===== src/cache_pkg.sv =====
`default_nettype none

package cache_pkg;

  // Cache geometry
  localparam int num_ways        = 4;  // Ways per set
  localparam int words_per_block = 4;  // Words per line
  localparam int num_sets        = 8;

  // Field widths derived from the geometry
  localparam int word_bits   = 32;
  localparam int addr_bits   = 32;                           // CPU word address
  localparam int offset_bits = $clog2(words_per_block);      // Word index in block
  localparam int set_bits    = $clog2(num_sets);
  localparam int tag_bits    = addr_bits - set_bits - offset_bits;
  localparam int line_bits   = addr_bits - offset_bits;      // Tag then set
  localparam int block_bits  = word_bits * words_per_block;
  localparam int age_bits    = $clog2(num_ways);

  typedef logic [word_bits-1:0]   word_t;
  typedef logic [addr_bits-1:0]   addr_t;
  typedef logic [offset_bits-1:0] offset_t;
  typedef logic [set_bits-1:0]    set_idx_t;
  typedef logic [tag_bits-1:0]    tag_t;
  typedef logic [line_bits-1:0]   line_addr_t;  // Block address on memory port
  typedef logic [block_bits-1:0]  block_t;      // Word 0 in the low bits
  typedef logic [age_bits-1:0]    age_t;        // 0 is most recently used
  typedef logic [num_ways-1:0]    way_mask_t;   // One-hot way

  // LRU way carries this age, also the old age of a newly filled line
  localparam age_t oldest_age = age_t'(num_ways - 1);

  // Controller states
  typedef enum logic [2:0] {
    idle,       // Waiting for a CPU request
    read_sets,  // Store read of all ways in flight
    compare,    // Tag compare on registered ways
    writeback,  // Dirty victim out to memory
    refill,     // Block fetch from memory
    update,     // Line and age write
    respond     // Response pulse to CPU
  } ctrl_state_t;

endpackage

`default_nettype wire


===== src/cache_line_store.sv =====
`timescale 1ns/1ps
`default_nettype none

module cache_line_store (
  input  wire logic                                          clk,
  input  wire logic                                          rst_n,
  // Read side, all four ways of one set
  input  wire logic                                          rd_en,
  input  wire cache_pkg::set_idx_t                           rd_set,
  // Line write to one way
  input  wire logic                                          wr_line_en,
  input  wire cache_pkg::way_mask_t                          wr_way,
  input  wire cache_pkg::set_idx_t                           wr_set,
  input  wire cache_pkg::tag_t                               wr_tag,
  input  wire logic                                          wr_dirty,
  input  wire cache_pkg::block_t                             wr_block,
  // Age write, whole set at once
  input  wire logic                                          wr_age_en,
  input  wire cache_pkg::age_t   [cache_pkg::num_ways-1:0]   wr_ages,
  // Registered read results
  output cache_pkg::tag_t        [cache_pkg::num_ways-1:0]   rd_tags,
  output logic                   [cache_pkg::num_ways-1:0]   rd_valid,
  output logic                   [cache_pkg::num_ways-1:0]   rd_dirty,
  output cache_pkg::age_t        [cache_pkg::num_ways-1:0]   rd_ages,
  output cache_pkg::block_t      [cache_pkg::num_ways-1:0]   rd_blocks
);

  // Arrays indexed [way][set]
  cache_pkg::tag_t                tag_mem  [cache_pkg::num_ways][cache_pkg::num_sets];
  cache_pkg::block_t              data_mem [cache_pkg::num_ways][cache_pkg::num_sets];
  logic [cache_pkg::num_sets-1:0] valid_q  [cache_pkg::num_ways];  // Bit per set
  logic [cache_pkg::num_sets-1:0] dirty_q  [cache_pkg::num_ways];
  cache_pkg::age_t                age_q    [cache_pkg::num_ways][cache_pkg::num_sets];

  // Line state, cleared by reset
  always_ff @(posedge clk or negedge rst_n) begin
    if (!rst_n) begin
      for (int w = 0; w < cache_pkg::num_ways; w++) begin
        valid_q[w] <= '0;  // All lines invalid and clean
        dirty_q[w] <= '0;
        for (int s = 0; s < cache_pkg::num_sets; s++) begin
          age_q[w][s] <= cache_pkg::age_t'(w);  // Way w starts at age w
        end
      end
      rd_valid <= '0;
      rd_dirty <= '0;
      rd_ages  <= '0;
    end else begin
      for (int w = 0; w < cache_pkg::num_ways; w++) begin
        if (wr_line_en && wr_way[w]) begin
          valid_q[w][wr_set] <= 1'b1;  // Any line write fills the line
          dirty_q[w][wr_set] <= wr_dirty;
        end
        if (wr_age_en) begin
          age_q[w][wr_set] <= wr_ages[w];
        end
        if (rd_en) begin
          rd_valid[w] <= valid_q[w][rd_set];
          rd_dirty[w] <= dirty_q[w][rd_set];
          rd_ages[w]  <= age_q[w][rd_set];
        end
      end
    end
  end

  // Tag and data arrays
  always_ff @(posedge clk) begin
    for (int w = 0; w < cache_pkg::num_ways; w++) begin
      if (wr_line_en && wr_way[w]) begin
        tag_mem[w][wr_set]  <= wr_tag;
        data_mem[w][wr_set] <= wr_block;
      end
      // No write forwarding, reads and writes never share a cycle
      if (rd_en) begin
        rd_tags[w]   <= tag_mem[w][rd_set];
        rd_blocks[w] <= data_mem[w][rd_set];
      end
    end
  end

endmodule

`default_nettype wire


===== config.mk =====
export PLATFORM = sky130hd
export DESIGN_NAME = cache_line_store
export DESIGN_NICKNAME = d
export VERILOG_FILES = /design/src/cache_pkg.sv /design/src/cache_line_store.sv
export SDC_FILE = /design/constraint.sdc
export NUM_CORES = 2
export LEC_CHECK = 0
export BUFFER_PORTS_ARGS = -buffer_cell sky130_fd_sc_hd__buf_2
export CAP_MARGIN = 20
export CORE_UTILIZATION = 55
export DETAILED_ROUTE_END_ITERATION = 7
export PLACE_DENSITY = 0.82
export SYNTH_ARGS = -nofsm -noshare
export SYNTH_HDL_FRONTEND = slang
export SYNTH_MEMORY_MAX_BITS = 65536
export SYNTH_SLANG_ARGS = --single-unit

===== constraint.sdc =====
create_clock -name clk -period 1.7 [get_ports clk]
set_clock_uncertainty 0.1 [all_clocks]
set_input_delay 0.255 -clock clk [delete_from_list [all_inputs] [get_ports clk]]
set_output_delay 0.255 -clock clk [all_outputs]
set_load 0.02 [all_outputs]

### Yosys cells after proc, flatten, opt, wreduce, memory -nomap -nowiden

Memories as Yosys holds them, arrays and structs flattened.
Index checks and enable logic that the tools add are counted.

| cells by class | value |
|---|---|
| $lt $le $gt $ge | 6 |
| muxes and demuxes | 80 |
| bitwise gates (word level) | 6 |
| reductions and logical operators | 6 |

Operators by type and width:

| operator | count |
|---|---|
| $mux W1024 | 4 |
| $bmux W128 S3 | 4 |
| $mux W128 | 9 |
| $mux W216 | 4 |
| $demux W128 S3 | 1 |
| $bmux W27 S3 | 4 |
| $mux W27 | 9 |
| $demux W27 S3 | 1 |
| $bwmux W16 | 4 |
| $bwmux W8 | 4 |
| $or A8 B8 Y8 | 4 |
| $bmux W1 S3 | 8 |
| $bmux W2 S3 | 4 |
| $mux W2 | 9 |
| $mux W1 | 13 |
| $ge A4 B4 Y1 const B | 2 |
| $lt A3 B4 Y1 const B | 2 |
| $not A3 Y4 | 2 |
| $demux W2 S3 | 1 |
| $logic_and A1 B1 Y1 | 6 |
| $lt A4 B1 Y1 const B | 1 |
| $demux W1 S3 | 1 |
| $ge A3 B1 Y1 const B | 1 |

| word-level totals | value |
|---|---|
| logic and storage cells | 154 |
| memories kept | 2 |
| bits in writable memories | 4,960 |
| output and inout port bits | 636 |
| bits in registers | 764 |
| input bits | 179 |

Memories:

| memory | depth | width | read ports | clocked after memory_dff | write ports | line | text |
|---|---|---|---|---|---|---|---|
| data_mem | 4 | 1,024 | 4 | 0 | 4 | cache_line_store.sv:30 | `cache_pkg::block_t data_mem [cache_pkg::num_ways][cache_pkg::num_sets];` |
| tag_mem | 4 | 216 | 4 | 0 | 4 | cache_line_store.sv:29 | `cache_pkg::tag_t tag_mem [cache_pkg::num_ways][cache_pkg::num_sets];` |

### Depth between registers and ports, before layout

| depth | value |
|---|---|
| word-level depth | 6 |
| depth in mapped cells | 8 |
| depth with buffers taken out | 3 |

### Worst setup path after synthesis

No wires, ideal clock.

| timing | value |
|---|---|
| path kind | in2reg |
| start point | in wr_line_en |
| end point | reg dirty_q[1] (netlist name) |
| path buffers | 1 |
| arrival | 12.607 ns |
| slack | -11.127 ns |
| setup time | 0.120 ns |
| cell stages on the path | 4 |
| data required time | 1.480 ns |
| cells stage by stage | clkbuf_1 nand3_1 nor3_1 mux2_2 |

| on the way | value |
|---|---|
| cells in the longest elaborated chain, start to end | 1 |

Ends and longest elaborated chain:

| what | line | text |
|---|---|---|
| from (decl) | cache_line_store.sv:11 | `input wire logic wr_line_en,` |
| $logic_and A1 B1 Y1 | cache_line_store.sv:50 | `if (wr_line_en && wr_way[w]) begin` |
| to (signal, indexed assignment) | cache_line_store.sv:52 | `dirty_q[w][wr_set] <= wr_dirty;` |
| to (decl) | cache_line_store.sv:32 | `logic [cache_pkg::num_sets-1:0] dirty_q [cache_pkg::num_ways];` |

Every way passes these cells.
A chain may end at the register's enable or synchronous reset.

### Final worst setup path

| timing | value |
|---|---|
| start point | reg rd_blocks[474] (netlist name) |
| end point | out rd_blocks[474] (netlist name) |

RTL lines:

| what | line | text |
|---|---|---|
| from (decl) | cache_line_store.sv:25 | `output cache_pkg::block_t [cache_pkg::num_ways-1:0] rd_blocks` |
| from (signal, indexed assignment) | cache_line_store.sv:76 | `rd_blocks[w] <= data_mem[w][rd_set];` |

No word-level cell between the ends.

==> results.py <==
metrics = {
    "detailed_routing": {
        "ant_nets": 0,
        "drc": 0,
        "drtIter0Drc": 16930,
        "routed_wl_microns": 660800,
        "num_vias": 110100,
        "first_pass_iters": 6,
        "vias_per_cell": 6.857,
        "wire_per_inst_microns": 41.16,
    },
    "logic_synthesis": {
        "synthTopCellsByArea": "edfxtp_1 79%, mux4_2 13%, mux2_2 3.8%",
        "async_flop_share": 0.02516,
        "synth_cells": 8287,
        "ys_ff_latch": 5724,
        "yosys.area.top_type": "edfxtp_1",
        "seq_area_frac_synth": 0.8116,
        "netlist.area_leader.share": 0.7944,
        "synth_edf_count": 5580,
        "avgSynthCellArea_sq_um": 25.45,
        "synth_area_sq_um": 210900,
        "synth_top_flop_cell": "edfxtp_1",
        "ys_types": 25,
        "syn_nets": 8466,
        "ys_warn_count": 0,
    },
    "sta": {
        "fin_crit_ns": 2.463,
        "fin_setup_tns_ns": -217.82,
        "worst_pin_slew_ns": 0.9406,
        "min_period_over_period": 1.449,
        "layout_setup_ws_ns": -0.7626,
        "hold_viol": 0,
        "max_freq_ghz": 0.4061,
        "rsz0062_at_grt": "yes",
        "slew_violations": 0,
        "setup_violations": 708,
        "slew-limit-headroom": 0.3730,
    },
    "global_route": {
        "antenna_found_initial": 40,
        "grt_use_total": 0.3366,
        "grt_first_pass_wirelength_microns": 900000,
        "grt_pass1_vias": 112800,
        "overflow": 0,
        "grt_max_degree": 53,
    },
    "worst_setup_path": {
        "cp.required_ns": 1.34,
        "crit_path_max_incr_delay_ns": 0.85,
        "cp-startpoint": "rd_blocks[474]",
        "endpoint_kind": "primary output",
        "crit_cells": 1,
        "arrival_ns": 2.11,
        "reg2reg_from": "tag_mem[3][119]",
        "crit_buf_inv": 1,
        "crit_family": "flip-flops",
        "path_class": "reg -> out",
        "start_kind": "register",
        "critPathMaxFanout": 1,
        "cp_cell_sequence": "buf_6",
        "cp_slowest_cell": "edfxtp_1",
        "reg2regPathDepth": 2,
    },
    "floorplanning": {
        "die_w_microns": 621.3,
        "die_h_microns": 621.3,
        "start_util": 0.5522,
        "core_sq_um": 382000,
        "die_area_sq_um": 386000,
        "ioPinCount": 815,
        "num_rows": 227,
    },
    "place": {
        "port_buffers": 814,
        "dpl_cell_area_sq_um": 233200,
        "place_congestion": 0.8429,
        "dp_cells": 14830,
        "dp_hpwl_microns": 358100,
    },
    "layout": {
        "nets": 10730,
        "drive_gt1_frac": 0.4305,
        "finish.utilization": 0.6723,
        "stdcell_area_sq_um": 256800,
        "area_growth_pct": 21.76,
        "stdcell_count": 16060,
        "n_fill_cell": 20900,
    },
    "clock_tree": {
        "numCtsBuffers": 553,
        "cts_tree": "done",
        "clockRootBuffer": "clkbuf_16",
        "clockBufferDepth": 4,
        "htreeDepth": 6,
        "clkTransAtPathRegs_ns": 0.06,
        "clkLatencyLatePin_ns": 1.07,
        "clock_sinks": 5724,
    },
    "power": {
        "internal_power_mw": 236.7,
        "p_sw_frac": 0.2338,
        "p_total_mw": 308.9,
        "p_leak_nw": 84.97,
        "clkPwrFrac": 0.405,
        "p_seq_frac": 0.527,
        "p_comb_frac": 0.068,
        "power_density_nw_per_um2": 1203,
        "ir_drop_v": 0.001090,
        "p_sw_mw": 72.21,
    },
    "outcome": {
        "violations": "negative setup slack",
        "status": "finished with violations",
    },
    "worst_hold_path": {
        "hp-start": "wr_set[0]",
        "hold_path_class": "in -> reg",
        "min_path_cells": 4,
    },
    "job": {
        "max_cap_viol_count": 0,
    },
}
==> cell families after synthesis <==
kind of cell	after synthesis	synth area share
compound gates	42	0.001744
buf+inv	377	0.009817
flops	5724	0.8116
mux	2010	0.1733
simple gates	134	0.003488
==> registers in the layout, indices dropped and copies added (netlist names) <==
signal and flops:
rd_valid 4, rd_dirty 4, dirty_q 32, data_mem 4096, rd_blocks 512, tag_mem 864, age_q 64, rd_tags 108
valid_q 32, rd_ages 8
==> final timing paths <==
| path | endpoint | slack (ns) |
|---|---|---|
| max in group asynchronous | valid_q[23] | 0.63 |
| min in group asynchronous | rd_ages[2] | 0.20 |
| hold reg to reg | valid_q[20] | 0.36 |
| setup reg to reg | rd_tags[92] | -0.10 |
| hold / removal | data_mem[3][530] | 0.02 |
| setup / recovery | rd_blocks[474] | -0.76 |
==> per-stage QoR <==
step	hold WS, ns	setup WS [ns]
final	0.02301	-0.7626
after global routing	-0.0005588	-0.8103
after CTS	0.001402	-0.7244
after detailed placement	0.1091	-0.7719
after global placement	0.09802	-0.7023
after floorplan	-0.1406	-3.608
==> metal layers <==
layer  track usage  routed length [microns]  part of all wire
met2        0.5475                   322900              0.49
met3       0.08026                    85090              0.13
met5             0                      101           0.00015
met4        0.2041                    49640             0.075
met1        0.4126                   203100              0.31
==> area by class of cell <==
cell class | instances | area, sq um | area share
Inverter | 2 | 7.507 | 0.00002923
Antenna cell | 32 | 80.08 | 0.0003118
Tap cell | 5038 | 6304 | 0.02454
Clock buffer | 658 | 14350 | 0.05586
Clock inverter | 331 | 3413 | 0.01329
Sequential cell | 5724 | 171200 | 0.6666
Timing Repair Buffer | 2085 | 23560 | 0.09172
Multi-Input combinational cell | 2186 | 37910 | 0.1476
==> cell usage after synthesis (all sizes together), types with 3 or more instances <==
library cell	instances
nand3	18
or2	36
nor2	33
mux2i	52
a41o	14
edfxtp	5580
nand2b	6
nor2b	29
buf	236
a22oi	14
mux2	716
nand2	3
nor3	4
dfstp	32
clkbuf	139
dfrtp	112
mux4	1242
a211o	14
nand3b	4
==> worst reg2reg max path, cell delays in order (launching register included) <==
cell	delay (ns)
edfxtp_1	0.50
mux4_2	0.63
mux2_2	0.31
==> cell usage in the layout, fill, tap and decap left out, types with 16 or more instances in the layout <==
cell and n:
buf_12 450, clkinv_8 16, clkbuf_16 557, clkinvlp_4 25, dlygate4sd3_1 190, mux2_2 716
diode_2 32, or2_2 36, mux2i_1 52, buf_4 630, clkbuf_1 98, dfstp_2 32
nor2b_1 29, dfrtp_1 110, bufinv_16 41, mux4_2 1242, buf_6 609, clkinv_1 118
clkinv_2 82, nand3_1 17, nor2_4 30, edfxtp_1 5580, buf_2 202
==> power by group through the flow <==
stage          clock [mW]  sequential, mW  combinational [mW]
2_1_floorplan           0             165                8.19
3_3_place_gp            0             165                17.5
3_5_place_dp            0             165                18.2
4_1_cts               123             162                20.4
5_1_grt               130             163                21.5
6_report              125             163                21.1
==> repair_timing <==
item / CTS / global route
resized for setup: 1106 / 120
endpoints found under the hold margin: 6352 / 0
gates cloned: 0 / 0
hold buffers: 196 / 0
endpoints found under the setup margin: 637 / 2895
setup buffers: 2 / 5
Power figures use the tool's default switching activity.
