## src/cache_pkg.sv

```systemverilog
`default_nettype none

package cache_pkg;

  // Cache geometry
  localparam int num_ways        = 4;  // Ways per set
  localparam int words_per_block = 4;  // Words per line
  localparam int num_sets        = 8;

  // Field widths derived from the geometry
  localparam int word_bits   = 32;
  localparam int addr_bits   = 32;                           // CPU word address
  localparam int offset_bits = $clog2(words_per_block);      // Word index in block
  localparam int set_bits    = $clog2(num_sets);
  localparam int tag_bits    = addr_bits - set_bits - offset_bits;
  localparam int line_bits   = addr_bits - offset_bits;      // Tag then set
  localparam int block_bits  = word_bits * words_per_block;
  localparam int age_bits    = $clog2(num_ways);

  typedef logic [word_bits-1:0]   word_t;
  typedef logic [addr_bits-1:0]   addr_t;
  typedef logic [offset_bits-1:0] offset_t;
  typedef logic [set_bits-1:0]    set_idx_t;
  typedef logic [tag_bits-1:0]    tag_t;
  typedef logic [line_bits-1:0]   line_addr_t;  // Block address on memory port
  typedef logic [block_bits-1:0]  block_t;      // Word 0 in the low bits
  typedef logic [age_bits-1:0]    age_t;        // 0 is most recently used
  typedef logic [num_ways-1:0]    way_mask_t;   // One-hot way

  // LRU way carries this age, also the old age of a newly filled line
  localparam age_t oldest_age = age_t'(num_ways - 1);

  // Controller states
  typedef enum logic [2:0] {
    idle,       // Waiting for a CPU request
    read_sets,  // Store read of all ways in flight
    compare,    // Tag compare on registered ways
    writeback,  // Dirty victim out to memory
    refill,     // Block fetch from memory
    update,     // Line and age write
    respond     // Response pulse to CPU
  } ctrl_state_t;

endpackage

`default_nettype wire

```

## src/way_select.sv

```systemverilog
`timescale 1ns/1ps
`default_nettype none

module way_select (
  input  wire cache_pkg::tag_t                              req_tag,
  // Registered contents of the addressed set
  input  wire cache_pkg::tag_t   [cache_pkg::num_ways-1:0]  tags,
  input  wire logic              [cache_pkg::num_ways-1:0]  valid,
  input  wire logic              [cache_pkg::num_ways-1:0]  dirty,
  input  wire cache_pkg::age_t   [cache_pkg::num_ways-1:0]  ages,
  // Lookup result
  output logic                                              hit,
  output cache_pkg::way_mask_t                              hit_way,
  output cache_pkg::way_mask_t                              victim_way,
  output logic                                              victim_dirty,
  output cache_pkg::tag_t                                   victim_tag,
  output cache_pkg::age_t        [cache_pkg::num_ways-1:0]  next_ages
);

  cache_pkg::way_mask_t touched;  // Way the access lands in
  cache_pkg::age_t      old_age;  // Its age before the access

  // Tag match on valid ways, at most one can match
  always_comb begin
    hit_way = '0;
    for (int w = 0; w < cache_pkg::num_ways; w++) begin
      hit_way[w] = valid[w] && (tags[w] == req_tag);
    end
  end

  assign hit = |hit_way;

  // LRU victim is the way at the oldest age
  always_comb begin
    victim_way = '0;
    // Downward scan so the lowest way wins, ages stay a permutation anyway
    for (int w = cache_pkg::num_ways - 1; w >= 0; w--) begin
      if (ages[w] == cache_pkg::oldest_age) begin
        victim_way    = '0;
        victim_way[w] = 1'b1;
      end
    end
  end

  // Victim attributes for the writeback decision
  always_comb begin
    victim_dirty = 1'b0;
    victim_tag   = '0;
    for (int w = 0; w < cache_pkg::num_ways; w++) begin
      if (victim_way[w]) begin
        victim_dirty = valid[w] && dirty[w];  // Invalid lines never write back
        victim_tag   = tags[w];
      end
    end
  end

  // Hit way on a hit, else the refilled victim
  assign touched = hit ? hit_way : victim_way;

  always_comb begin
    old_age = cache_pkg::oldest_age;  // New line counts as oldest
    for (int w = 0; w < cache_pkg::num_ways; w++) begin
      if (hit_way[w]) begin
        old_age = ages[w];
      end
    end
  end

  // Touched way goes to zero, younger ways age by one
  always_comb begin
    for (int w = 0; w < cache_pkg::num_ways; w++) begin
      if (touched[w]) begin
        next_ages[w] = '0;
      end else if (ages[w] < old_age) begin
        next_ages[w] = ages[w] + cache_pkg::age_t'(1);
      end else begin
        next_ages[w] = ages[w];  // Older than the touched way, unchanged
      end
    end
  end

endmodule

`default_nettype wire
```

## config.mk

```make
export PLATFORM = sky130hd
export DESIGN_NAME = way_select
export DESIGN_NICKNAME = d
export VERILOG_FILES = /design/src/cache_pkg.sv /design/src/way_select.sv
export SDC_FILE = /design/constraint.sdc
export NUM_CORES = 1
export LEC_CHECK = 0
export BUFFER_PORTS_ARGS = -buffer_cell sky130_fd_sc_hd__buf_2
export CAP_MARGIN = 20
export CELL_PAD_IN_SITES_DETAIL_PLACEMENT = 2
export CELL_PAD_IN_SITES_GLOBAL_PLACEMENT = 2
export CORE_UTILIZATION = 19
export DETAILED_ROUTE_END_ITERATION = 7
export GPL_TIMING_DRIVEN = 0
export PLACE_DENSITY_LB_ADDON = 0.1
export SYNTH_ARGS = -nofsm -noshare
export SYNTH_HDL_FRONTEND = slang
export SYNTH_SLANG_ARGS = --single-unit
```

## constraint.sdc

```tcl
create_clock -name vclk -period 4.3
set_input_delay 0.86 -clock vclk [all_inputs]
set_output_delay 0.86 -clock vclk [all_outputs]
set_load 0.1 [all_outputs]
```

=== After elaboration in Yosys (flattened, before gate mapping) ===
Cells that the tools add are included.

* Mux-type cells: 25
* Equal/unequal tests: 8
* Reduce and logical (&&, ||, !) cells: 9
* Add/sub/neg operators: 4
* Magnitude comparators: 4

{| class="wikitable"
|+ Operators with widths
! cell !! count
|-
| 27-bit == test || 4
|-
| 27-bit two-way mux || 4
|-
| 2-bit two-way mux || 12
|-
| 4-bit two-way mux || 5
|-
| 2-bit by 1-bit adder with 2-bit output (second input constant) || 4
|-
| 2-bit == test (second input constant) || 4
|-
| 1-bit logical AND || 8
|-
| 2-bit less-than comparator || 4
|-
| 1-bit two-way mux || 4
|-
| 4-bit OR reduction || 1
|}

* Output and inout bits: 45
* Register bits: 0
* Input bits: 151
* Word-level logic and storage cells: 50

=== Logic depth before layout (Yosys ltp) ===
Gate-level depths: netlist of run 1.

* Word-level depth: 9
* Depth in mapped cells: 15
* Depth with buffers taken out: 14

=== Least setup slack after synthesis of run 1 ===
No wires, ideal clock.

* Path kind: input -> output
* Start: in req_tag[14]
* End: out next_ages[3] (netlist name)
* Buffers on the path: 1
* Slack: -2.031 ns
* Stages on the path: 11
* Arrival time: 5.471 ns
* Required time: 3.440 ns
* Path through: clkbuf_1 xor2_1 nor4_1 nand4_1 or4_4 inv_1 o21ai_0 ha_1 or2_2 o41ai_1 mux2i_1

{| class="wikitable"
|+ RTL lines
! element !! line !! source
|-
| from (decl) || way_select.sv:5 || <nowiki>input wire cache_pkg::tag_t req_tag,</nowiki>
|-
| to (decl) || way_select.sv:17 || <nowiki>output cache_pkg::age_t [cache_pkg::num_ways-1:0] next_ages</nowiki>
|}

==> metrics.txt, run 1 <==
status=finished, violations left; failing checks=negative setup slack; sequential area share after synthesis=0; VDD IR max=85.5 uV; Final nets=756; Remaining Overflow, GRT=0; vias in the first global route=4426; Util after Layout=0.371; die area=15300 um2; Least-Margin Pin Slew=735 ps; maximum fanout along the worst path=5; top cells by area, synth=xnor2_1, xor2_1, a22oi_1; global-route wire length before repair=26700 um; gr usage total=0.240; type of the worst setup path=primary input to primary output; Vias/cell=5.26; Distinct cells, synth=46; initial DRC count=141; dpl ws=-1050 ps; FMAX=216 MHz; P_leak=2.22 nW; initial antenna violation count=0; Post-Place Cells=759; Syn Area/Cell=7.09 um2; worst path required time=3440 ps; Starting Density=0.194; Design Area, Final=5370 um2; Post-DP Area=4380 um2; layout cells sized above 1=0.571; FFs & Latches=0; GPL Wtd Cong=0.854; met1 Use GR=0.290; max-slew violation count=0; Synth top area share=0.218; Ys Warns=0; Avg WL per Cell=24.2 um; FF+latch area=0 um2; Critical Path AT=3770 ps; final setup margin=-334 ps; CP Capture Type=primary output; FP Rows=44; DR vias=4098; Synthesized Nets=556; max_cap viols=0; pin count of the biggest net entering global routing=11; Post-Syn Instances=397; met2 GRT Util=0.452; P&R area growth vs syn=90.8%; Post-synth top cells=xnor2_1, nand4_1, a22oi_1, xor2_1; Hold Vio Cnt, Final=0; clock buffers=0; First-pass DRT Iterations=4; final worst path period share=1.08; Yosys top cell by area=xnor2_1; Hold/Removal Path Class=primary input to primary output; antenna-violating nets left=0; Port Buf Inserts=178; gr busiest metal=met2; post-route insts no fill=779; final setup violation count=8; dpl hpwl=16700 um; diodes inserted=0; cell area after synthesis=2820 um2; Die Wd=124 um; Hold Buf Count CTS=0; WL final=18800 um; Die Y=124 um; core box area=14500 um2; RSZ-0062 raised after global routing=yes; count leader, synth=xnor2_1; hold_ws=2230 ps; I/O pins=196; PD cells=168 nW/um2; GR Util met3=0.0188; Slew HR=0.510; fin crit period=4630 ps; CP startpoint kind=primary input; DRC viols=0
[critical path: stages]
cell and delay (ps):
buf_4 160, xnor2_4 180, nand4_1 170, nor4_4 420, nand3_4 160, clkinvlp_4 120, nand2_2 70, a31oi_4 210
o21ai_4 90, buf_12 140, ha_4 260, or2_4 140, nor2_2 50, a21oi_1 170, o211ai_1 160, a31oi_4 210
buf_12 200
[cell usage in the layout, fill, tap and decap left out, drive strengths merged, types with 3 or more instances in the layout]
master  netlist  final
and3          3      3
inv          13     11
clkbuf       20     19
o41ai         3      3
nand2        17     17
ha            8      8
buf          13    212
nor4         15     15
or2           5      5
a22oi        33     33
nor4b         3      3
nand4        38     38
o211ai        7      7
or4           3      3
nor2         21     21
a31oi         5      5
nand3         8      8
a21oi        15     15
a221oi       11     11
o21ai        21     21
xnor2        76     76
xor2         33     33
nand4b        6      6
mux2i         3      3
[routing by layer]
metal  part of all wire  vias to the layer above  wire [um]
met5                  0                        -          0
met4              0.024                        0        456
met3              0.044                       21        824
met2               0.52                      136       9880
met1               0.41                     2046       7670
li1                   -                     1895          -
[repair_timing]
action / in CTS / in global routing
resized for setup: 122 / 35
pin swaps: 26 / 21
buffers inserted: 15 / 6
setup endpoints to repair: 21 / 17
[power by group]
part           leakage [nW]  total, W  internal [W]  switching (W)
registers                 0         0             0              0
logic                  2.22  0.000905      0.000299       0.000606
clock network             0         0             0              0
total                  2.22  0.000905      0.000299       0.000606
[cells by family (layout without fill, tap and decap cells)]
kind of cell	Yosys count	in the layout	share of synthesized area
AOI/OAI and AO/OA	101	101	0.250
and+or+nand+nor	130	130	0.278
buffers and inverters	46	244	0.0707
adders and majority gates	8	8	0.0356
muxes	3	3	0.0107
xor gates and xnor gates	109	109	0.355
[through the flow]
step	setup TNS [ps]	total power, W
CTS	-1410	0.000885
detailed placement	-9470	0.000796
global route	-2690	0.000942
finish	-1910	0.000905
floorplan	-4450	0.000549
global placement	-9680	0.000792
[layout make-up]
| class | instances | area, um2 |
|---|---|---|
| Timing Repair Buffer | 198 | 1240 |
| Inverter | 13 | 56.3 |
| Tap cell | 184 | 230 |
| Multi-Input combinational cell | 351 | 3590 |
| Fill cell | 1663 | 9110 |
| Buffer | 33 | 255 |
[path summary, 6_finish.rpt]
kind,start,to,slack [ps],depth (start not counted)
setup / recovery,req_tag[16],next_ages[2],-330,17
hold / removal,dirty[2],victim_dirty,2230,4
Note: power is estimated with default switching activity, not from simulation.
==> inputs of run 2 (changes only) <==
TNS_END_PERCENT = 30   (was default)
==> run 2 against run 1 <==
Net effect:
- the run still ends with negative setup slack left
- critical path depth decreased by 1
- flip-flop and latch count unchanged
- setup slack lost 34 ps
- utilization shrank 0.16 points
- global-route usage increased by 0.60 points
- via count down 0.27%
- final cell count unchanged
- clock-buffer cell count is the same
- cell area decreased by 0.42%
- combinational power down 0.6%
- fmax fell by 0.73%
- first-iteration DRC count is 6.4% lower
- critical endpoint is now next_ages[7]
- highest routed layer unchanged
==> metrics.txt, run 2 (synthesis results as in run 1) <==
max_cap viols=0 (unchanged); final setup TNS=-1960 ps (-48.1 ps); Final nets=756 (unchanged); DR vias=4087 (-0.27%); clock buffers=0 (unchanged); Power Total=0.000900 W (-0.45%); diodes inserted=0 (unchanged); First-pass DRT Iterations=4 (unchanged); Util after Layout=0.369 (-0.00156); Port Buf Inserts=178 (unchanged); global-route wire length before repair=27400 um (+2.8%); WL final=19100 um (+1.3%); layout cells sized above 1=0.566 (-0.00504); Remaining Overflow, GRT=0 (unchanged); DRC viols=0 (unchanged); CP startpoint kind=primary input; die area=15300 um2 (unchanged); fin crit period=4670 ps (+34.0 ps); max-slew violation count=0 (unchanged); final setup violation count=8 (unchanged); FF+latch area=0 um2 (unchanged); Avg WL per Cell=24.5 um (+1.3%); Critical Path AT=3810 ps (+40 ps); Critical Path Sink=next_ages[7]; failing checks=negative setup slack; Slew HR=0.525 (+0.0154); Hold Vio Cnt, Final=0 (unchanged); most common cell after layout, fill and taps aside=buf_2; Filler cells=1646 (-1.0%); P_leak=2.22 nW (-0.19%); maximum fanout along the worst path=4 (-1); Least-Margin Pin Slew=712 ps (-23.0 ps); worst path required time=3440 ps (about the same); P&R area growth vs syn=90.0%; status=finished, violations left; pin count of the biggest net entering global routing=11 (unchanged); type of the worst setup path=primary input to primary output; FP Rows=44 (unchanged); GPL Wtd Cong=0.843 (-1.3%); crit path from=req_tag[10]; Hold/Removal Path Class=primary input to primary output; FFs & Latches=0 (unchanged); FMAX=214 MHz (-0.73%); antenna-violating nets left=0 (unchanged); I/O pins=196 (unchanged); vias in the first global route=4502 (+1.7%); Post-Place Cells=759 (unchanged); CP Capture Type=primary output; core box area=14500 um2 (unchanged); Die Y=124 um (unchanged); Starting Density=0.194 (unchanged); RSZ-0062 raised after global routing=yes; dpl ws=-1070 ps (-20.2 ps); commonest cells after routing, fill and taps aside=buf_2, nand4_1, a22oi_1; initial DRC count=132 (-6.4%); gr usage total=0.246 (+0.00598); initial antenna violation count=0 (unchanged); Vias/cell=5.25 (-0.27%); VDD IR max=82.7 uV (-3.2%); PD cells=168 nW/um2 (about the same); hold path cells=4 (unchanged); dpl hpwl=16700 um (-0.17%); final worst path period share=1.09 (+0.00791); area of the multi-input gates=3570 um2 (-0.42%); post-route insts no fill=779 (unchanged); Die Wd=124 um (unchanged); final setup margin=-368 ps (-34.0 ps)
## run 2: area by class of cell
cell class	instances	share of cell area
inverters	13	0.0105
plain buffers	33	0.0491
repair buffers	198	0.229
multi-input cells	351	0.668
well taps	184	0.0430
## run 2: report_power, final
group / internal, W / switching, W / total [W] / leakage, nW
sequential: 0 / 0 / 0 / 0
combinational: 0.000296 / 0.000604 / 0.000900 / 2.22
clock: 0 / 0 / 0 / 0
total: 0.000296 / 0.000604 / 0.000900 / 2.22
## run 2: layer usage
| layer | track usage | wire, um |
|---|---|---|
| met1 | 0.303 | 8040 |
| met2 | 0.466 | 9780 |
| met3 | 0.0183 | 828 |
| met4 | 0.0414 | 435 |
| met5 | 0 | 0 |
## run 2: worst min-delay path by stage
stage,startpoint,end
after floorplan,tags[20],victim_tag[20]
after global placement,tags[4],victim_tag[4]
after detailed placement,tags[7],victim_tag[7]
after CTS,ages[1],next_ages[1]
after global routing,ages[1],next_ages[1]
final,ages[1],next_ages[1]
## run 2: critical path: stages
cell and delay (ps):
buf_12 130, xnor2_4 210, nand4_1 190, nor4_4 440, nand3_4 140, clkinvlp_4 100
nand2_2 60, a31oi_4 240, o21ai_4 80, buf_12 140, ha_4 290, inv_2 40
a211o_1 320, a31o_1 220, a21oi_4 150, buf_12 190
## run 2: timing repair
| action | CTS | global route |
|---|---|---|
| gates resized for setup | 128 | 30 |
| setup buffers | 14 | 7 |
| gates cloned | 0 | 0 |
| setup endpoints to repair | 26 | 18 |
| hold buffers | 0 | 0 |
| pin swaps | 20 | 22 |
## run 2: per-stage QoR
stage	hold WS (ps)	area [um2]
6_report	2220	5350
4_1_cts	2220	5170
5_1_grt	2230	5350
2_1_floorplan	1990	3210
3_3_place_gp	2230	4330
3_5_place_dp	2240	4330
