**src/cache_pkg.sv**
```systemverilog
`default_nettype none

package cache_pkg;

  // Cache geometry
  localparam int num_ways        = 4;  // Ways per set
  localparam int words_per_block = 4;  // Words per line
  localparam int num_sets        = 8;

  // Field widths derived from the geometry
  localparam int word_bits   = 32;
  localparam int addr_bits   = 32;                           // CPU word address
  localparam int offset_bits = $clog2(words_per_block);      // Word index in block
  localparam int set_bits    = $clog2(num_sets);
  localparam int tag_bits    = addr_bits - set_bits - offset_bits;
  localparam int line_bits   = addr_bits - offset_bits;      // Tag then set
  localparam int block_bits  = word_bits * words_per_block;
  localparam int age_bits    = $clog2(num_ways);

  typedef logic [word_bits-1:0]   word_t;
  typedef logic [addr_bits-1:0]   addr_t;
  typedef logic [offset_bits-1:0] offset_t;
  typedef logic [set_bits-1:0]    set_idx_t;
  typedef logic [tag_bits-1:0]    tag_t;
  typedef logic [line_bits-1:0]   line_addr_t;  // Block address on memory port
  typedef logic [block_bits-1:0]  block_t;      // Word 0 in the low bits
  typedef logic [age_bits-1:0]    age_t;        // 0 is most recently used
  typedef logic [num_ways-1:0]    way_mask_t;   // One-hot way

  // LRU way carries this age, also the old age of a newly filled line
  localparam age_t oldest_age = age_t'(num_ways - 1);

  // Controller states
  typedef enum logic [2:0] {
    idle,       // Waiting for a CPU request
    read_sets,  // Store read of all ways in flight
    compare,    // Tag compare on registered ways
    writeback,  // Dirty victim out to memory
    refill,     // Block fetch from memory
    update,     // Line and age write
    respond     // Response pulse to CPU
  } ctrl_state_t;

endpackage

`default_nettype wire

```
**src/cache_ctrl_fsm.sv**
```systemverilog
`timescale 1ns/1ps
`default_nettype none

module cache_ctrl_fsm (
  input  wire logic                                          clk,
  input  wire logic                                          rst_n,
  // CPU port
  input  wire logic                                          cpu_req_valid,
  input  wire logic                                          cpu_req_write,
  input  wire cache_pkg::addr_t                              cpu_req_addr,
  input  wire cache_pkg::word_t                              cpu_req_wdata,
  output logic                                               cpu_req_ready,
  output logic                                               cpu_resp_valid,
  output cache_pkg::word_t                                   cpu_resp_rdata,
  // Memory port, one block per transfer
  output logic                                               mem_req_valid,
  output logic                                               mem_req_write,
  output cache_pkg::line_addr_t                              mem_req_addr,
  output cache_pkg::block_t                                  mem_req_wdata,
  input  wire logic                                          mem_ack,
  input  wire cache_pkg::block_t                             mem_rdata,
  // Lookup result from way_select
  input  wire logic                                          hit,
  input  wire cache_pkg::way_mask_t                          hit_way,
  input  wire cache_pkg::way_mask_t                          victim_way,
  input  wire logic                                          victim_dirty,
  input  wire cache_pkg::tag_t                               victim_tag,
  input  wire cache_pkg::age_t     [cache_pkg::num_ways-1:0] next_ages,
  input  wire cache_pkg::block_t   [cache_pkg::num_ways-1:0] rd_blocks,
  // Store controls
  output logic                                               rd_en,
  output cache_pkg::set_idx_t                                rd_set,
  output logic                                               wr_line_en,
  output cache_pkg::way_mask_t                               wr_way,
  output cache_pkg::set_idx_t                                wr_set,
  output cache_pkg::tag_t                                    wr_tag,
  output logic                                               wr_dirty,
  output cache_pkg::block_t                                  wr_block,
  output logic                                               wr_age_en,
  output cache_pkg::age_t          [cache_pkg::num_ways-1:0] wr_ages
);

  cache_pkg::ctrl_state_t state_q, state_d;

  // Accepted request
  logic                req_write_q;
  cache_pkg::addr_t    req_addr_q;
  cache_pkg::word_t    req_wdata_q;
  cache_pkg::block_t   line_buf_q;   // Victim block, later the refill block
  cache_pkg::word_t    resp_word_q;

  cache_pkg::offset_t  req_offset;
  cache_pkg::set_idx_t req_set;
  cache_pkg::tag_t     req_tag;
  cache_pkg::block_t   hit_block, victim_block;
  cache_pkg::block_t   base_block, merged_block;
  logic                accept;

  assign accept     = cpu_req_valid && cpu_req_ready;
  assign req_offset = req_addr_q[cache_pkg::offset_bits-1:0];
  assign req_set    = req_addr_q[cache_pkg::offset_bits +: cache_pkg::set_bits];
  assign req_tag    = req_addr_q[cache_pkg::addr_bits-1 -: cache_pkg::tag_bits];

  // Pick hit and victim blocks out of the registered ways
  always_comb begin
    hit_block    = '0;
    victim_block = '0;
    for (int w = 0; w < cache_pkg::num_ways; w++) begin
      if (hit_way[w])    hit_block    = rd_blocks[w];
      if (victim_way[w]) victim_block = rd_blocks[w];
    end
  end

  // Store is untouched until update, so hit still tells hit from refill here
  assign base_block = hit ? hit_block : line_buf_q;

  always_comb begin
    merged_block = base_block;
    if (req_write_q) begin
      merged_block[req_offset*cache_pkg::word_bits +: cache_pkg::word_bits] = req_wdata_q;
    end
  end

  // Next state
  always_comb begin
    state_d = state_q;
    unique case (state_q)
      cache_pkg::idle:      if (accept) state_d = cache_pkg::read_sets;
      cache_pkg::read_sets: state_d = cache_pkg::compare;  // Ways valid next cycle
      cache_pkg::compare: begin
        if (hit)               state_d = cache_pkg::update;
        else if (victim_dirty) state_d = cache_pkg::writeback;
        else                   state_d = cache_pkg::refill;
      end
      cache_pkg::writeback: if (mem_ack) state_d = cache_pkg::refill;
      cache_pkg::refill:    if (mem_ack) state_d = cache_pkg::update;
      cache_pkg::update:    state_d = cache_pkg::respond;
      cache_pkg::respond:   state_d = cache_pkg::idle;
      default:              state_d = cache_pkg::idle;
    endcase
  end

  always_ff @(posedge clk or negedge rst_n) begin
    if (!rst_n) begin
      state_q <= cache_pkg::idle;
    end else begin
      state_q <= state_d;
    end
  end

  // Request, line buffer and response word
  always_ff @(posedge clk) begin
    if (accept) begin
      req_write_q <= cpu_req_write;
      req_addr_q  <= cpu_req_addr;
      req_wdata_q <= cpu_req_wdata;
    end
    if (state_q == cache_pkg::compare && !hit && victim_dirty) begin
      line_buf_q <= victim_block;  // Held for the whole writeback
    end
    if (state_q == cache_pkg::refill && mem_ack) begin
      line_buf_q <= mem_rdata;
    end
    if (state_q == cache_pkg::update) begin
      // Written word on a write, block word on a read
      resp_word_q <= merged_block[req_offset*cache_pkg::word_bits +: cache_pkg::word_bits];
    end
  end

  // CPU side
  assign cpu_req_ready  = (state_q == cache_pkg::idle);
  assign cpu_resp_valid = (state_q == cache_pkg::respond);  // One-cycle pulse
  assign cpu_resp_rdata = resp_word_q;

  // Memory side, fields stable while waiting for ack
  assign mem_req_valid = (state_q == cache_pkg::writeback) || (state_q == cache_pkg::refill);
  assign mem_req_write = (state_q == cache_pkg::writeback);
  assign mem_req_addr  = mem_req_write ? {victim_tag, req_set} : {req_tag, req_set};
  assign mem_req_wdata = line_buf_q;

  // Store read of the request's set
  assign rd_en  = (state_q == cache_pkg::read_sets);
  assign rd_set = req_set;

  // Line write skipped on a read hit so its dirty bit stays
  assign wr_line_en = (state_q == cache_pkg::update) && (req_write_q || !hit);
  assign wr_way     = hit ? hit_way : victim_way;
  assign wr_set     = req_set;
  assign wr_tag     = req_tag;  // Also the lookup tag
  assign wr_dirty   = req_write_q;  // Set on write, clear on read refill
  assign wr_block   = merged_block;
  assign wr_age_en  = (state_q == cache_pkg::update);  // Every access touches LRU
  assign wr_ages    = next_ages;

endmodule

`default_nettype wire

```
**config.mk**
```make
export PLATFORM = sky130hd
export DESIGN_NAME = cache_ctrl_fsm
export DESIGN_NICKNAME = d
export VERILOG_FILES = /design/src/cache_pkg.sv /design/src/cache_ctrl_fsm.sv
export SDC_FILE = /design/constraint.sdc
export NUM_CORES = 1
export LEC_CHECK = 0
export CAP_MARGIN = 20
export CORE_AREA = 2 2 432 434
export DETAILED_ROUTE_END_ITERATION = 12
export DIE_AREA = 0 0 434 436
export DONT_BUFFER_PORTS = 1
export PLACE_DENSITY = 0.3
export SYNTH_ARGS = -nofsm -noshare
export SYNTH_HDL_FRONTEND = slang
export SYNTH_SLANG_ARGS = --single-unit
```
**constraint.sdc**
```tcl
create_clock -name clk -period 17 [get_ports clk]
set_input_delay 3.4 -clock clk [delete_from_list [all_inputs] [get_ports clk]]
set_output_delay 3.4 -clock clk [all_outputs]
set_load 0.01 [all_outputs]
```
Word-level counts from Yosys, hierarchy flattened
Cells that the tools add are included.
{ "totals": {"latch_bits": 0, "mem_bits_ro": 0, "elab_cells": 51, "mem_bits_rw": 0, "register_bits": 228, "output_inout_bits": 371, "inputBits": 754, "memories": 0} }
{ "op_classes": {"addsub": 1, "n_reduce_logical": 11, "n_lt_le_gt_ge": 0, "n_eq_ne": 9, "bitwise": 0, "muxes": 21, "n_div": 0, "n_shift": 3, "n_mul": 0} }
{ "op_table": {"columns": ["operator", "n"], "rows": [
  ["$mux 128", 12],
  ["$bwmux 128", 1],
  ["$shift 32x34->128 const A", 1],
  ["$shiftx 128x8->32", 1],
  ["$shiftx 32x34->128", 1],
  ["$neg 7->34", 1],
  ["$mux 30", 1],
  ["$pmux 3 s6", 1],
  ["$mux 3", 5],
  ["$eq 3x3->1 const B", 3],
  ["$eq 3x2->1 const B", 2],
  ["$logic_and 1x1->1", 5],
  ["$mux 4", 1],
  ["$ne 2x1->1 const B", 2],
  ["$eq 3x1->1 const B", 1],
  ["$logic_not 3->1", 1],
  ["$reduce_and 3->1", 1],
  ["$logic_or 1x1->1", 2],
  ["$ne 2x2->1 const B", 1],
  ["$reduce_bool 2->1", 1],
  ["$logic_not 1->1", 1]
]} }

Logic depth before layout (Yosys ltp)
{ "logic_depth": {"ltp_word": 8, "mapped_depth": 9, "depth_no_buf": 7} }

Worst setup path before layout
OpenSTA, ideal clock, no wires.
{ "synth_timing": {"path_kind": "input-to-reg", "startpoint": "input hit", "endpoint": "register line_buf_q[0] (netlist: mem_req_wdata[0]) (enable)", "arrival_time_ps": 9502, "path_slack_ps": 6882, "required_ps": 16384, "stages": 6, "path_buffers": 3, "setup_time_ps": 616, "path_cell_list": "buf_2 buf_2 clkbuf_1 nor2b_1 a22oi_1 nor2_1"} }
{ "synth_via": {"elab_chain_len": 4} }
{ "synth_rtl": {"columns": ["item", "line_no", "source"], "rows": [
  ["start: declaration", "cache_ctrl_fsm.sv:23", "input wire logic hit,"],
  ["$logic_not 1->1", "cache_ctrl_fsm.sv:118", "if (state_q == cache_pkg::compare && !hit && victim_dirty) begin"],
  ["$logic_and 1x1->1 (2 in series)", "cache_ctrl_fsm.sv:118", null],
  ["$reduce_bool 2->1 (no line)", null, null],
  ["end signal: assignment", "cache_ctrl_fsm.sv:119", "line_buf_q <= victim_block;"],
  ["end signal: assignment", "cache_ctrl_fsm.sv:122", "line_buf_q <= mem_rdata;"],
  ["end: declaration", "cache_ctrl_fsm.sv:49", "cache_pkg::block_t line_buf_q;"]
]} }
Every way passes these cells.
A chain may end at the register's enable or synchronous reset.

Worst setup path in the final report
{ "layout_timing": {"startpoint": "input hit_way[3]", "endpoint": "output wr_block[89]"} }
{ "layout_via": {"elab_chain_len": 4} }
{ "layout_rtl": {"columns": ["item", "line_no", "source"], "rows": [
  ["start: declaration", "cache_ctrl_fsm.sv:24", "input wire cache_pkg::way_mask_t hit_way,"],
  ["$mux 128 (*)", "cache_ctrl_fsm.sv:69", "if (hit_way[w]) hit_block = rd_blocks[w];"],
  ["$mux 128 (*)", "cache_ctrl_fsm.sv:75", "assign base_block = hit ? hit_block : line_buf_q;"],
  ["$bwmux 128", "cache_ctrl_fsm.sv:80", "merged_block[req_offset*cache_pkg::word_bits +: cache_pkg::word_bits] = req_wdata_q;"],
  ["$mux 128 (*)", "cache_ctrl_fsm.sv:79", "if (req_write_q) begin"],
  ["end: declaration", "cache_ctrl_fsm.sv:38", "output cache_pkg::block_t wr_block,"]
]} }
Every way passes the cells marked *; elsewhere a longest branch is shown, timed or not.

==> results.toml <==
[synthesis]
yosysSeqAreaShare_pct = 32.7
ys.flop_type = "edfxtp_1"
synth_edf_count = 225
avgSynthCellArea_um2 = 8.46
synth.top_cells.by_count = "297 x a21oi_1, 272 x nand2_1, 246 x nand3b_1"
syn-num-nets = 3225
syn_inst = 2466
yosys_warnings = 0
netlist-cell-type-count = 54
synth.most_common_cell = "a21oi_1"
synth_area_leaders = "edfxtp_1 32%, o221ai_1 9.9%, nand3b_1 8.9%"
synth_area_um2 = 20900
synth-seq-cells = 228
yosysTopAreaCellShare_pct = 32.4
synthArstFlopShare_pct = 1.32
synth_largest_area_cell = "edfxtp_1"

[clock_network]
cts_tree = "built"
root_buffer = "clkbuf_16"
cts-resized-gates = 0
clock-sinks = 228
cts_buffer_depth = 3
insertion_delay_ns = 0.68
post_cts_buffers = 0
path_clk_slew_ns = 0.06
cts_hold_buf = 0
cts_made_buffers = 44
cts_max_level = 2

[worst_setup_path]
cp-end-kind = "output port"
crit_type = "input pin to output port"
cp.arrival_ns = 6.84
cp-startpoint = "hit_way[3]"
crit_fanout = 33
start_kind = "input pin"
cp.required_ns = 13.60
timing.rr.start = "req_addr_q[1]$_DFFE_PP_"

[timing]
tightest_slew_ns = 1.23
hold_viol_final = 0
period_share_pct = 60.2
worst_slack_ns = 6.76
fmax_mhz = 97.7
maxSlewViolCount = 0
setup_viol = 0
finalClockSkew_ns = 0.0437
tns_ns = 0
timing.slew.headroom_pct = 18.3
post-route-min-period_ns = 10.24
rsz0062_at_grt = "false"

[placement]
place_ws_ns = 6.49
gp_congestion = 0.950
dp_hpwl_um = 161000
port_buffers = 0

[finish]
ff_latch_area_um2 = 6830
multi_input_area_um2 = 12300
drive_above_1_share_pct = 14.3
final_nets = 3012
area_growth_pct = 18.3
nFillCells = 21300

[global_routing]
antenna_found_initial = 46
grt_max_degree = 258
grt_use_total_pct = 21.0
grt_pass1_vias = 21100
grt_pass1_wl_um = 257000
grt.overflow.total = 0

[die]
core_area_um2 = 185000
start_util_pct = 11.3
die_x_um = 434
boundaryPins = 1125
dieArea_um2 = 189000
rows = 158
die_h_um = 436

[drt]
wl_met3_um = 17700
via_per_inst = 4.65
drt-total-wl_um = 209000
num_vias = 22300
route.met2.wl_um = 102000
wire_per_inst_um = 43.5
top_layer = "met5"
drc = 0
wl_met1_um = 79800
drtAntennaViolNets = 0
dr.pass1.iters = 6
first_iter_violations = 2369

[hold_path]
hold_start = "state_q[2]$_DFFE_PN0P_"
min_path_type = "flop to flop"

[power]
p_int_w = 0.00166
irDropWorstVdd_v = 0.0000764
power_density_nw_per_um2 = 126
p_sw_share_pct = 46.7
leakagePower_nw = 7.50
p_clk_share_pct = 31.7
combPwrFrac_pct = 36.5
p_sw_w = 0.00145
p_seq_share_pct = 31.8

[run]
drv_cap = 0

[run_status]
outcome = "finished clean"
logic make-up (layout without fill, tap and decap cells):
kind of cell	count (synthesis)	after routing	synth area share [%]
AOI/OAI and AO/OA	919	919	29.7
and+or+nand+nor	712	712	19.4
buffers and inverters	443	266	9.20
DFF	228	228	32.7
muxes	159	159	8.58
adders and majority gates	5	5	0.300
other	0	29	0
worst max-delay path, stage by stage:
cell	delay (ns)
nand2b_4	0.40
buf_4	0.53
buf_4	0.54
o221ai_1	0.22
o221ai_1	0.56
nor2b_1	0.77
buf_4	0.25
routing by layer:
layer | track usage [%] | up-vias
li1 | - | 9122
met1 | 24.3 | 11500
met2 | 36.6 | 1386
met3 | 6.21 | 260
met4 | 7.34 | 18
met5 | 0 | -
state kept, by name, summed over array words and instances (netlist names):
name	count
mem_req_wdata	128
req_addr_q	32
wr_dirty	1
req_wdata_q	32
cpu_resp_rdata	32
state_q	3
area by class of cell:
| type | count | area share, % |
|---|---|---|
| antenna | 29 | 0.294 |
| sequential | 228 | 27.7 |
| inverter | 123 | 1.89 |
| clock inverter | 30 | 1.19 |
| clock buffer | 52 | 4.84 |
| timing repair buffer | 61 | 1.86 |
| multi-input combinational | 1795 | 49.7 |
| tap | 2480 | 12.6 |
layout by cell type (no fill, tap or decap), types with 8 or more instances in the layout:
master and n:
a21oi_1 297, nand2_1 268, nand3b_1 246, o221ai_1 234, edfxtp_1 225, mux2_2 159
o21ai_0 133, inv_1 121, nor2b_1 121, a221oi_1 120, a31oi_1 91, buf_4 61
clkbuf_16 46, diode_2 29, nand4_1 29, clkinv_2 16, nor2_4 8
power by group through the flow:
| stage | Sequential, W | Clock, W | Combinational [W] |
|---|---|---|---|
| 5_1_grt | 0.000996 | 0.00102 | 0.00120 |
| 3_3_place_gp | 0.00101 | 0 | 0.00117 |
| 2_1_floorplan | 0.000893 | 0 | 0.000640 |
| 4_1_cts | 0.000995 | 0.00102 | 0.00117 |
| 3_5_place_dp | 0.00100 | 0 | 0.00117 |
| 6_report | 0.000990 | 0.000986 | 0.00114 |
through the flow:
step | util (%) | instances | cell area, um^2 | hold slack, ns | power [W]
final | 13.4 | 4798 | 24700 | 0.634 | 0.00311
after global routing | 13.3 | 4781 | 24600 | 0.668 | 0.00322
after global placement | 12.5 | 4687 | 23100 | 0.631 | 0.00217
after CTS | 13.3 | 4769 | 24600 | 0.625 | 0.00318
after detailed placement | 12.5 | 4687 | 23100 | 0.627 | 0.00217
after floorplan | - | 2466 | 20900 | 0.534 | 0.00153
worst paths after layout:
path / cells after the start / slack, ns / endpoint
worst min register to register: 1 / 0.63 / state_q[1]$_DFFE_PN0P_
worst max register to register: 7 / 12.73 / cpu_resp_rdata[20]$_DFFE_PP_
min in group asynchronous: 0 / 2.44 / state_q[2]$_DFFE_PN0P_
worst min-delay path: 1 / 0.63 / state_q[1]$_DFFE_PN0P_
worst max-delay path: 7 / 6.76 / wr_block[89]
max in group asynchronous: 0 / 14.49 / state_q[0]$_DFFE_PN0P_
Power figures use the tool's default switching activity.
